===== src/bist_macros.svh =====
// ================================================
// Global widths and host register map for the BIST
// engine. Include wherever these values are used.
// ================================================

`ifndef BIST_MACROS_SVH
`define BIST_MACROS_SVH

// Pattern and signature width
`define BIST_WIDTH 32

// Pattern count register width
`define BIST_CNT_WIDTH 16

// Host register map
`define BIST_ADDR_WIDTH 2
`define BIST_ADDR_SEED 2'd0
`define BIST_ADDR_COUNT 2'd1
`define BIST_ADDR_GOLDEN 2'd2
`define BIST_ADDR_START 2'd3

`endif


===== src/bist_cfg_pkg.sv =====
// ================================================
// Host side types: the write port word and the run
// configuration held by the register block.
// ================================================

`include "bist_macros.svh"

package bist_cfg_pkg;

    // One host write, qualified by wr_en beside it
    typedef struct packed {
        logic [`BIST_ADDR_WIDTH-1:0] addr;
        logic [`BIST_WIDTH-1:0]      data;
    } host_wr_t;

    // Everything a run needs, latched by the controller at start
    typedef struct packed {
        logic [`BIST_WIDTH-1:0]     seed;
        logic [`BIST_CNT_WIDTH-1:0] count;
        logic [`BIST_WIDTH-1:0]     golden;
    } bist_cfg_t;

endpackage


===== src/bist_data_pkg.sv =====
// ================================================
// Datapath and status types shared by controller,
// LFSR, CUT, MISR and the top level.
// ================================================

`include "bist_macros.svh"

package bist_data_pkg;

    // Test pattern, also used for CUT responses
    typedef logic [`BIST_WIDTH-1:0] pattern_t;

    // Compacted MISR state
    typedef logic [`BIST_WIDTH-1:0] signature_t;

    // Seed message to the LFSR, val and rdy travel beside it
    typedef struct packed {
        logic [`BIST_WIDTH-1:0] seed;
    } lfsr_req_t;

    // Run status seen by the host
    typedef struct packed {
        logic       busy;
        logic       done;
        logic       pass;
        signature_t signature;
    } bist_status_t;

endpackage


===== src/bist_lfsr.sv =====
// ================================================
// Seeded pattern generator. Takes a seed over val/rdy,
// then steps once per accepted pattern until cleared.
// ================================================

module bist_lfsr #(
    parameter int lfsr_bits = 32
) (
    input  logic                     clk,
    input  logic                     reset,
    input  logic                     seed_val,
    input  bist_data_pkg::lfsr_req_t seed_msg,
    output logic                     seed_rdy,
    input  logic                     clear,
    output logic                     pat_val,
    output bist_data_pkg::pattern_t  pattern,
    input  logic                     pat_rdy
);
    import bist_data_pkg::*;

    typedef enum logic {
        S_IDLE,
        S_GEN
    } lfsr_state_t;

    lfsr_state_t          state;
    logic [lfsr_bits-1:0] q;
    logic [lfsr_bits-1:0] q_next;
    logic                 feedback;

    // ================================================
    // Feedback taps, four-tap XNOR for each width
    // ================================================
    generate
        if (lfsr_bits == 8) begin : g_taps_8
            assign feedback = ~(q[3] ^ q[4] ^ q[5] ^ q[7]);
        end else if (lfsr_bits == 16) begin : g_taps_16
            assign feedback = ~(q[10] ^ q[12] ^ q[13] ^ q[15]);
        end else if (lfsr_bits == 32) begin : g_taps_32
            assign feedback = ~(q[24] ^ q[25] ^ q[29] ^ q[31]);
        end else begin : g_taps_bad
            $error("bist_lfsr: lfsr_bits must be 8, 16 or 32");
        end
    endgenerate

    assign q_next = {q[lfsr_bits-2:0], feedback};

    // ================================================
    // Control and shift register
    // ================================================
    always_ff @(posedge clk) begin
        if (reset) begin
            state <= S_IDLE;
        end else if (clear) begin
            state <= S_IDLE;
        end else begin
            case (state)
                S_IDLE:  if (seed_val) state <= S_GEN;
                S_GEN:   state <= S_GEN;
                default: state <= S_IDLE;
            endcase
        end
    end

    // Seed loads on the handshake, steps only when a pattern is taken
    always_ff @(posedge clk) begin
        if (seed_val && seed_rdy) begin
            q <= seed_msg.seed[lfsr_bits-1:0];
        end else if (pat_val && pat_rdy) begin
            q <= q_next;
        end
    end

    assign seed_rdy = (state == S_IDLE);
    assign pat_val  = (state == S_GEN);

    // Narrow LFSRs are zero extended onto the pattern bus
    assign pattern = pat_val ? pattern_t'(q) : '0;

endmodule


===== src/bist_cut.sv =====
// ================================================
// Circuit under test: one registered stage of
// rotate, add and XOR. Accepts a new item each cycle.
// ================================================

module bist_cut (
    input  logic                    clk,
    input  logic                    reset,
    input  logic                    in_val,
    input  bist_data_pkg::pattern_t pattern,
    output logic                    out_val,
    output bist_data_pkg::pattern_t response
);
    import bist_data_pkg::*;

    pattern_t rotated;
    pattern_t mixed;

    // Rotate left by 7
    assign rotated = {pattern[$bits(pattern_t)-8:0], pattern[$bits(pattern_t)-1 -: 7]};

    // Sum wraps at the word width, then the constant is XORed in
    assign mixed = (pattern + rotated) ^ 32'hA5A5_A5A5;

    always_ff @(posedge clk) begin
        if (reset) begin
            out_val <= 1'b0;
        end else begin
            out_val <= in_val;
        end
    end

    always_ff @(posedge clk) begin
        if (in_val) begin
            response <= mixed;
        end
    end

endmodule


===== src/bist_misr.sv =====
// ================================================
// Multiple-input signature register. Folds every
// valid CUT response into a 32-bit signature.
// ================================================

module bist_misr (
    input  logic                      clk,
    input  logic                      reset,
    input  logic                      clear,
    input  logic                      in_val,
    input  bist_data_pkg::pattern_t   response,
    output bist_data_pkg::signature_t signature
);
    import bist_data_pkg::*;

    signature_t sig_q;
    signature_t sig_shift;
    logic       fb;

    // Feedback from bits 31, 21, 1 and 0
    assign fb        = sig_q[31] ^ sig_q[21] ^ sig_q[1] ^ sig_q[0];
    assign sig_shift = {sig_q[$bits(signature_t)-2:0], fb};

    // ================================================
    // Signature register
    // ================================================
    always_ff @(posedge clk) begin
        if (reset) begin
            sig_q <= '0;
        end else if (clear) begin
            // Clear wins over a response in the same cycle
            sig_q <= '0;
        end else if (in_val) begin
            sig_q <= sig_shift ^ response;
        end
    end

    assign signature = sig_q;

endmodule


===== src/bist_ctrl.sv =====
// ================================================
// Run sequencer: seeds the LFSR, takes N patterns,
// drains the CUT and checks the signature.
// ================================================

`include "bist_macros.svh"

module bist_ctrl (
    input  logic                        clk,
    input  logic                        reset,
    input  bist_cfg_pkg::bist_cfg_t     cfg,
    input  logic                        start,
    output logic                        seed_val,
    output bist_data_pkg::lfsr_req_t    seed_msg,
    input  logic                        seed_rdy,
    input  logic                        pat_val,
    output logic                        pat_rdy,
    output logic                        lfsr_clear,
    output logic                        misr_clear,
    input  bist_data_pkg::signature_t   signature,
    output bist_data_pkg::bist_status_t status
);
    import bist_cfg_pkg::*;
    import bist_data_pkg::*;

    typedef enum logic [2:0] {
        S_IDLE,
        S_SEED,
        S_RUN,
        S_DRAIN,
        S_FINISH
    } ctrl_state_t;

    ctrl_state_t                state;
    bist_cfg_t                  cfg_q;
    logic [`BIST_CNT_WIDTH-1:0] pat_cnt;
    logic                       last_pat;
    logic                       done_q;
    logic                       pass_q;
    signature_t                 sig_q;

    assign last_pat = (pat_cnt == cfg_q.count - 1'b1);

    // ================================================
    // State machine
    // ================================================
    always_ff @(posedge clk) begin
        if (reset) begin
            state   <= S_IDLE;
            pat_cnt <= '0;
            done_q  <= 1'b0;
            pass_q  <= 1'b0;
            sig_q   <= '0;
        end else begin
            done_q <= 1'b0;
            case (state)
                S_IDLE: begin
                    // Start only counts here, so a start while busy is dropped
                    if (start) begin
                        state   <= S_SEED;
                        pat_cnt <= '0;
                        pass_q  <= 1'b0;
                        sig_q   <= '0;
                    end
                end
                S_SEED: begin
                    if (seed_val && seed_rdy) begin
                        state <= (cfg_q.count == '0) ? S_DRAIN : S_RUN;
                    end
                end
                S_RUN: begin
                    if (pat_val && pat_rdy) begin
                        pat_cnt <= pat_cnt + 1'b1;
                        if (last_pat) state <= S_DRAIN;
                    end
                end
                // Last response lands in the MISR at the end of this cycle
                S_DRAIN: state <= S_FINISH;
                S_FINISH: begin
                    done_q <= 1'b1;
                    pass_q <= (signature == cfg_q.golden);
                    sig_q  <= signature;
                    state  <= S_IDLE;
                end
                default: state <= S_IDLE;
            endcase
        end
    end

    // Configuration snapshot for the whole run
    always_ff @(posedge clk) begin
        if (state == S_IDLE && start) begin
            cfg_q <= cfg;
        end
    end

    assign seed_val   = (state == S_SEED);
    assign seed_msg   = '{seed: cfg_q.seed};
    assign misr_clear = (state == S_SEED);
    assign pat_rdy    = (state == S_RUN);
    assign lfsr_clear = (state == S_FINISH);

    assign status = '{busy: (state != S_IDLE), done: done_q, pass: pass_q, signature: sig_q};

endmodule


===== src/bist_regs.sv =====
// ================================================
// Host configuration registers. Decodes writes by
// address and turns a START write into a strobe.
// ================================================

`include "bist_macros.svh"

module bist_regs (
    input  logic                    clk,
    input  logic                    reset,
    input  logic                    wr_en,
    input  bist_cfg_pkg::host_wr_t  wr,
    output bist_cfg_pkg::bist_cfg_t cfg,
    output logic                    start
);

    // ================================================
    // Write decode
    // ================================================
    always_ff @(posedge clk) begin
        if (reset) begin
            cfg   <= '0;
            start <= 1'b0;
        end else begin
            // One cycle strobe, the controller decides whether to take it
            start <= wr_en && (wr.addr == `BIST_ADDR_START) && wr.data[0];

            if (wr_en) begin
                case (wr.addr)
                    `BIST_ADDR_SEED:   cfg.seed   <= wr.data;
                    `BIST_ADDR_COUNT:  cfg.count  <= wr.data[`BIST_CNT_WIDTH-1:0];
                    `BIST_ADDR_GOLDEN: cfg.golden <= wr.data;
                    // Start holds no state of its own
                    `BIST_ADDR_START:  ;
                    default:           ;
                endcase
            end
        end
    end

endmodule


===== src/bist_top.sv =====
// ================================================
// BIST engine top level. Host writes configure and
// start a run, status reports the result.
// ================================================

`include "bist_macros.svh"

module bist_top (
    input  logic                        clk,
    input  logic                        reset,
    input  logic                        wr_en,
    input  bist_cfg_pkg::host_wr_t      wr,
    output bist_data_pkg::bist_status_t status
);
    import bist_cfg_pkg::*;
    import bist_data_pkg::*;

    bist_cfg_t  cfg;
    logic       start;
    logic       seed_val;
    logic       seed_rdy;
    lfsr_req_t  seed_msg;
    logic       pat_val;
    logic       pat_rdy;
    logic       pat_fire;
    pattern_t   pattern;
    logic       lfsr_clear;
    logic       misr_clear;
    logic       resp_val;
    pattern_t   response;
    signature_t signature;

    // A pattern enters the CUT on the handshake
    assign pat_fire = pat_val & pat_rdy;

    bist_regs i_regs (
        .clk   (clk),
        .reset (reset),
        .wr_en (wr_en),
        .wr    (wr),
        .cfg   (cfg),
        .start (start)
    );

    bist_ctrl i_ctrl (
        .clk        (clk),
        .reset      (reset),
        .cfg        (cfg),
        .start      (start),
        .seed_val   (seed_val),
        .seed_msg   (seed_msg),
        .seed_rdy   (seed_rdy),
        .pat_val    (pat_val),
        .pat_rdy    (pat_rdy),
        .lfsr_clear (lfsr_clear),
        .misr_clear (misr_clear),
        .signature  (signature),
        .status     (status)
    );

    bist_lfsr #(
        .lfsr_bits (`BIST_WIDTH)
    ) i_lfsr (
        .clk      (clk),
        .reset    (reset),
        .seed_val (seed_val),
        .seed_msg (seed_msg),
        .seed_rdy (seed_rdy),
        .clear    (lfsr_clear),
        .pat_val  (pat_val),
        .pattern  (pattern),
        .pat_rdy  (pat_rdy)
    );

    bist_cut i_cut (
        .clk      (clk),
        .reset    (reset),
        .in_val   (pat_fire),
        .pattern  (pattern),
        .out_val  (resp_val),
        .response (response)
    );

    bist_misr i_misr (
        .clk       (clk),
        .reset     (reset),
        .clear     (misr_clear),
        .in_val    (resp_val),
        .response  (response),
        .signature (signature)
    );

endmodule


===== config.mk =====
export PLATFORM = sky130hd
export DESIGN_NAME = bist_top
export DESIGN_NICKNAME = d
export VERILOG_FILES = /design/src/bist_cfg_pkg.sv /design/src/bist_data_pkg.sv /design/src/bist_lfsr.sv /design/src/bist_cut.sv /design/src/bist_misr.sv /design/src/bist_ctrl.sv /design/src/bist_regs.sv /design/src/bist_top.sv
export VERILOG_INCLUDE_DIRS = /design/src
export SDC_FILE = /design/constraint.sdc
export NUM_CORES = 1
export LEC_CHECK = 0
export ABC_CLOCK_PERIOD_IN_PS = 10600
export BUFFER_PORTS_ARGS = -buffer_cell sky130_fd_sc_hd__buf_2
export CAP_MARGIN = 20
export CORE_MARGIN = 1.5
export CORE_UTILIZATION = 66
export CTS_CLUSTER_SIZE = 24
export DETAILED_ROUTE_END_ITERATION = 8
export PLACE_DENSITY = 0.95
export SLEW_MARGIN = 20
export SYNTH_ARGS = -nofsm -noshare
export SYNTH_HDL_FRONTEND = slang
export SYNTH_SLANG_ARGS = --single-unit

===== constraint.sdc =====
create_clock -name clk -period 10.6 [get_ports clk]
set_input_delay 2.12 -clock clk [delete_from_list [all_inputs] [get_ports clk]]
set_output_delay 2.12 -clock clk [all_outputs]
set_load 0.01 [all_outputs]

; ---- Word-level counts from Yosys, hierarchy flattened
; Index checks and enable logic that the tools add are counted.
[totals]
register_bits = 312
latchBits = 0
ramBits = 0
rom_bits = 0
inputBits = 37
out_inout_bits = 35
elab_cells = 83
mem_count = 0
[classes]
n_addsub = 3
multipliers = 0
div = 0
magnitude_cmp = 0
n_eq_ne = 13
shifts = 0
n_mux = 19
n_bitwise = 11
reduce_logical = 20
[ops]
columns = cell, n
row1 = two-way mux 32 bit, 4
row2 = one-hot mux 32 bit (2 select lines), 1
row3 = adder 32 bit, 1
row4 = == test 32 bit, 1
row5 = two-way mux 16 bit, 2
row6 = one-hot mux 16 bit (2 select lines), 1
row7 = XOR 32 bit, 1
row8 = "adder 16 x 1 -> 16 bit, second input constant", 1
row9 = == test 16 bit, 1
row10 = logical NOT 16 bit, 1
row11 = inverter 16 bit, 1
row12 = "subtractor 16 x 1 -> 16 bit, second input constant", 1
row13 = two-way mux 3 bit, 4
row14 = one-hot mux 3 bit (4 select lines), 1
row15 = "!= test 2 bit, second input constant", 4
row16 = AND reduction 2 bit, 4
row17 = "== test 3 x 2 -> 1 bit, second input constant", 2
row18 = nonzero test 2 bit, 3
row19 = XOR 1 bit, 6
row20 = logical AND 1 bit, 5
row21 = "== test 2 bit, second input constant", 2
row22 = two-way mux 1 bit, 4
row23 = one-hot mux 1 bit (2 select lines), 2
row24 = AND reduction 4 bit, 1
row25 = other kinds (10), 12

; ---- Depth between registers and ports, before layout
[logic_depth]
word_depth = 6
depth_mapped = 13
depth_no_buf = 11

; ---- Hierarchy
; From an unflattened synthesis, not the netlist that was laid out.
[hier_totals]
hier_cells = 1278
hier_area_um2 = 14731.6
[by_module_without_submodules]
columns = module, n_inst, cells_each, area_per_inst_um2
row1 = bist_ctrl, 1, 425, 5464.0
row2 = bist_regs, 1, 300, 3314.4
row3 = bist_cut, 1, 294, 2811.4
row4 = bist_lfsr, 1, 114, 1770.4
row5 = bist_misr, 1, 144, 1365.1
row6 = bist_top, 1, 1, 6.3

; ---- Worst setup path after synthesis
; OpenSTA, ideal clock, no wires.
[synth_path]
path_kind = reg-to-reg
startpoint = reg i_ctrl.state[2]
endpoint = reg i_ctrl.sig_q[10]
arrival_ps = 5238
path_slack_ps = 5245
path_stages_with_launch = 8
cell_sequence = dfxtp_1 -> or3_1 -> nor2_1 -> or2_2 -> clkbuf_1 -> a21oi_1 -> clkbuf_1 -> a22o_1
[synth_via]
elab_chain_cells = 3
[synth_rtl]
columns = element, line_no
row1 = start: declaration, bist_ctrl.sv:34  ; ctrl_state_t state;
row2 = start signal: assignment, bist_ctrl.sv:68  ; state <= (cfg_q.count == '0) ? S_DRAIN : S_RUN;
row3 = == test 3 bit or logical NOT 3 bit (tied branches), bist_ctrl.sv:56  ; case (state)
row4 = nonzero test 2 bit (no source line) or != test 2 bit (tied branches), -
row5 = AND reduction 2 bit (no source line), -
row6 = end signal: assignment, bist_ctrl.sv:82  ; sig_q <= signature;
row7 = end: declaration, bist_ctrl.sv:40  ; signature_t sig_q;
; Several ways; a longest one is shown, not always the timed one.
; A chain may end at the register's enable or synchronous reset.

; ---- Worst setup path in the final report
[layout_path]
startpoint = reg i_lfsr.state, in the netlist i_lfsr.pat_val
endpoint = reg i_cut.response[30], data pin
[layout_via]
elab_chain_cells = 2
[layout_rtl]
columns = element, line_no
row1 = start: declaration, bist_lfsr.sv:26  ; lfsr_state_t state;
row2 = start signal: assignment, bist_lfsr.sv:53  ; state <= S_IDLE;
row3 = start signal: assignment, bist_lfsr.sv:55  ; state <= S_IDLE;
row4 = start signal: assignment, bist_lfsr.sv:58  ; S_IDLE: if (seed_val) state <= S_GEN;
row5 = two-way mux 32 bit, bist_lfsr.sv:78  ; assign pattern = pat_val ? pattern_t'(q) : '0;
row6 = adder 32 bit, bist_cut.sv:23  ; assign mixed = (pattern + rotated) ^ 32'hA5A5_A5A5;
row7 = named net i_cut.mixed[30], bist_cut.sv:17  ; pattern_t mixed;
row8 = end signal: assignment, bist_cut.sv:35  ; response <= mixed;
row9 = end: declaration, bist_cut.sv:12  ; output bist_data_pkg::pattern_t response
; The timed path passes the listed nets, and every way through them passes these cells.

==> results_dict.tcl <==
set metrics [dict create \
    crit_path_end_kind "flip-flop" \
    finalSetupViolCount 0 \
    yosys_warnings 0 \
    synth_fp_nets 1343 \
    tightest_slew_ns 1.10 \
    fp-row-count 52 \
    postRouteAntennaNets 0 \
    maxCapViolations 0 \
    coreArea_mm2 0.0202 \
    die_h_um 146 \
    nets 1386 \
    async_reset_ff_share_pct 0 \
    path_class "flip-flop to flip-flop" \
    layout_setup_ws_ns 6.66 \
    antenna_found_initial 0 \
    synth-edff-count 144 \
    grt_pass1_wl_um 50700 \
    power.density_mw_per_mm2 188 \
    p_leak_uw 0.00552 \
    maxSlewViolCount 0 \
    start_util_pct 67.1 \
    grt_usage_pct 30.2 \
    first_global_vias 9418 \
    rrSetupSlack_ns 6.66 \
    synth_cell_types 63 \
    r2r_cells 11 \
    syn_to_final_growth_pct 11.6 \
    fin_crit_ns 3.94 \
    overflow 0 \
    cp-startpoint "i_lfsr.pat_val$_SDFF_PP0_" \
    relSlewSlack_pct 26.6 \
    place_area_mm2 0.0141 \
    cts.sinks 312 \
    period_share_pct 37.2 \
    dp_cells 1554 \
    syn_area_mm2 0.0136 \
    critPathLaunchType "flip-flop" \
    cp.required_ns 10.91 \
    synth-seq-cells 312 \
    viasPerCell 6.26 \
    fmax_ghz 0.254 \
    avgSynthCellArea_um2 10.7 \
    ctsHoldBuffers 0 \
    yosysSeqAreaShare_pct 56.6 \
    ir_drop_mv 0.134 \
    clk_latency_ns 0.57 \
    ys.flop_type "dfxtp_1" \
    cts_tree "built" \
    hold_violations 0 \
    final_cell_area_mm2 0.0151 \
    grt_max_degree 95 \
    setup-tns-final_ns 0 \
    clkSlewWorstSetupHoldPaths_ns 0.06 \
    ioPinCount 72 \
    dr.pass1.iters 6 \
    rsz0062_at_grt "false" \
    gp_congestion 0.960 \
    vias 10063 \
    worst_hold_path_type "flip-flop to flip-flop" \
    syn_inst 1272 \
    fin_hold_ws_ns 0.429 \
    crit_end "i_cut.response[30]$_DFFE_PP_" \
    htree_levels 1 \
    fillerInstances 1231 \
    drc 0 \
    clock_skew_ns 0.0158 \
    wire_per_inst_um 20.1 \
    io_buffer_count 71 \
    dieWidth_um 146 \
    clockBufferDepth 3 \
    root_buffer "clkbuf_16" \
    dieArea_mm2 0.0214 \
    critical_path_arrival_ns 4.24 \
    cts_resized 0 \
    drt-initial-drc-count 1146 \
    antennaDiodeCount 0 \
    regToRegStartpoint "i_lfsr.pat_val$_SDFF_PP0_" \
    instances_no_fill 1608 \
    numCtsBuffers 29 \
    drive_above_1_share_pct 14.0 \
    hpwl_um 22300 \
    wirelength_um 32300 \
    place_ws_ns 6.13 \
    reg2reg_to "i_cut.response[30]$_DFFE_PP_" \
    cts_setup_buffers 0 \
    crit_fanout 40 \
    status "finished clean" \
]
-- layout make-up --
| cell class | count | area [µm²] | area share, % |
|---|---|---|---|
| clock buffer | 41 | 853 | 5.63 |
| sequential | 312 | 7690 | 50.8 |
| multi-input combinational | 877 | 5620 | 37.1 |
| tap | 270 | 338 | 2.23 |
| clock inverter | 13 | 181 | 1.20 |
| timing repair buffer | 78 | 408 | 2.69 |
| inverter | 17 | 63.8 | 0.421 |
-- critical path: stages, from the launching register on --
cell and delay (ns):
dfxtp_1 0.62, and2_1 0.37, ha_1 0.25, fa_1 0.43
a21oi_1 0.21, o211ai_1 0.16, o41a_1 0.41, a211o_1 0.31
o221ai_1 0.27, a21boi_0 0.24, a41oi_1 0.31, xnor2_1 0.09
-- registers in the layout, indices dropped and copies added (netlist names) --
name	count
i_ctrl.cfg_q	48
i_ctrl.done_q	1
i_ctrl.pass_q	1
i_ctrl.pat_cnt	16
i_ctrl.seed_msg	32
i_ctrl.sig_q	32
i_ctrl.state	3
i_cut.out_val	1
i_cut.response	32
i_lfsr.pat_val	1
i_lfsr.q	32
i_misr.signature	32
i_regs.cfg	80
i_regs.start	1
-- Yosys cell counts, types with 3 or more instances --
cell type,n,share of area (%)
inv_1,17,0.47
and3_1,6,0.28
a31oi_1,10,0.46
or3_1,4,0.18
o21bai_1,5,0.28
nand3b_1,3,0.17
edfxtp_1,144,32
o211ai_1,8,0.44
nor4_1,9,0.41
nor2b_1,4,0.18
nor3_1,16,0.59
nor3b_1,4,0.22
a21oi_1,108,4.0
nand2b_1,11,0.51
or4_1,5,0.28
o21ai_0,22,0.81
or2_2,7,0.32
nand4_1,15,0.69
xor2_1,42,2.7
nand3_1,14,0.52
and2_1,35,1.6
a41oi_1,3,0.19
a22o_1,31,2.0
a211oi_1,35,1.9
mux2_2,34,2.8
xnor2_1,78,5.0
nand2_1,198,5.5
clkbuf_1,63,1.7
ha_1,33,3.0
a21o_1,7,0.39
a311oi_1,3,0.19
nor2_1,88,2.4
dfxtp_1,168,25
a211o_1,4,0.26
-- through the flow --
stage	util, %	power (µW)
finish	74.9	2850
floorplan	-	1650
CTS	74.8	2840
detailed placement	69.7	1750
global placement	69.7	1730
global route	74.9	2930
-- per-layer routing --
| metal | vias up | part of all wire [%] | wire length (µm) | track usage (%) |
|---|---|---|---|---|
| met5 | - | 0 | 0 | 0 |
| met4 | 0 | 3.5 | 1130 | 9.39 |
| met3 | 100 | 10 | 3240 | 5.75 |
| met2 | 550 | 47 | 15100 | 49.6 |
| met1 | 4800 | 40 | 12800 | 41.0 |
| li1 | 4613 | - | - | - |
-- power breakdown --
part | total [µW] | internal (µW) | switching [µW]
Sequential | 1380 | 1330 | 48.4
Combinational | 358 | 141 | 217
Clock | 1100 | 661 | 443
Total | 2850 | 2140 | 708
-- cells in the final DEF, fill, tap and decap left out, types with 9 or more instances in the layout --
cell type | synthesis | routed
a211oi_1 | 35 | 35
a21oi_1 | 108 | 107
a22o_1 | 31 | 31
a31oi_1 | 10 | 10
and2_1 | 35 | 35
buf_2 | 1 | 71
clkbuf_16 | 0 | 31
dfxtp_1 | 168 | 167
edfxtp_1 | 144 | 144
ha_1 | 33 | 33
inv_1 | 17 | 17
mux2_2 | 34 | 34
nand2_1 | 198 | 198
nand2b_1 | 11 | 11
nand3_1 | 14 | 14
nand4_1 | 15 | 15
nor2_1 | 88 | 84
nor3_1 | 16 | 15
nor4_1 | 9 | 9
o21ai_0 | 22 | 22
xnor2_1 | 78 | 78
xor2_1 | 42 | 42
-- worst min path at each step --
stage | to | startpoint | cells after the start
after floorplan | i_ctrl.cfg_q[0]$_DFFE_PP_ | i_regs.cfg[0]$_SDFFE_PP0P_ | 0
after global placement | i_ctrl.cfg_q[34]$_DFFE_PP_ | i_regs.cfg[34]$_SDFFE_PP0P_ | 0
after detailed placement | i_ctrl.cfg_q[12]$_DFFE_PP_ | i_regs.cfg[12]$_SDFFE_PP0P_ | 0
after CTS | i_ctrl.cfg_q[22]$_DFFE_PP_ | i_regs.cfg[22]$_SDFFE_PP0P_ | 0
after global routing | i_ctrl.cfg_q[22]$_DFFE_PP_ | i_regs.cfg[22]$_SDFFE_PP0P_ | 0
final | i_ctrl.cfg_q[22]$_DFFE_PP_ | i_regs.cfg[22]$_SDFFE_PP0P_ | 0
-- cell families after synthesis --
group,after synthesis,synth area share [%]
adders and majority gates,34,3.19
xor gates and xnor gates,120,7.74
DFF,312,56.6
and+or+nand+nor,430,14.7
AOI/OAI and AO/OA,257,12.5
buffers and inverters,83,2.36
muxes,36,2.97
Note: power is estimated with default switching activity, not from simulation.
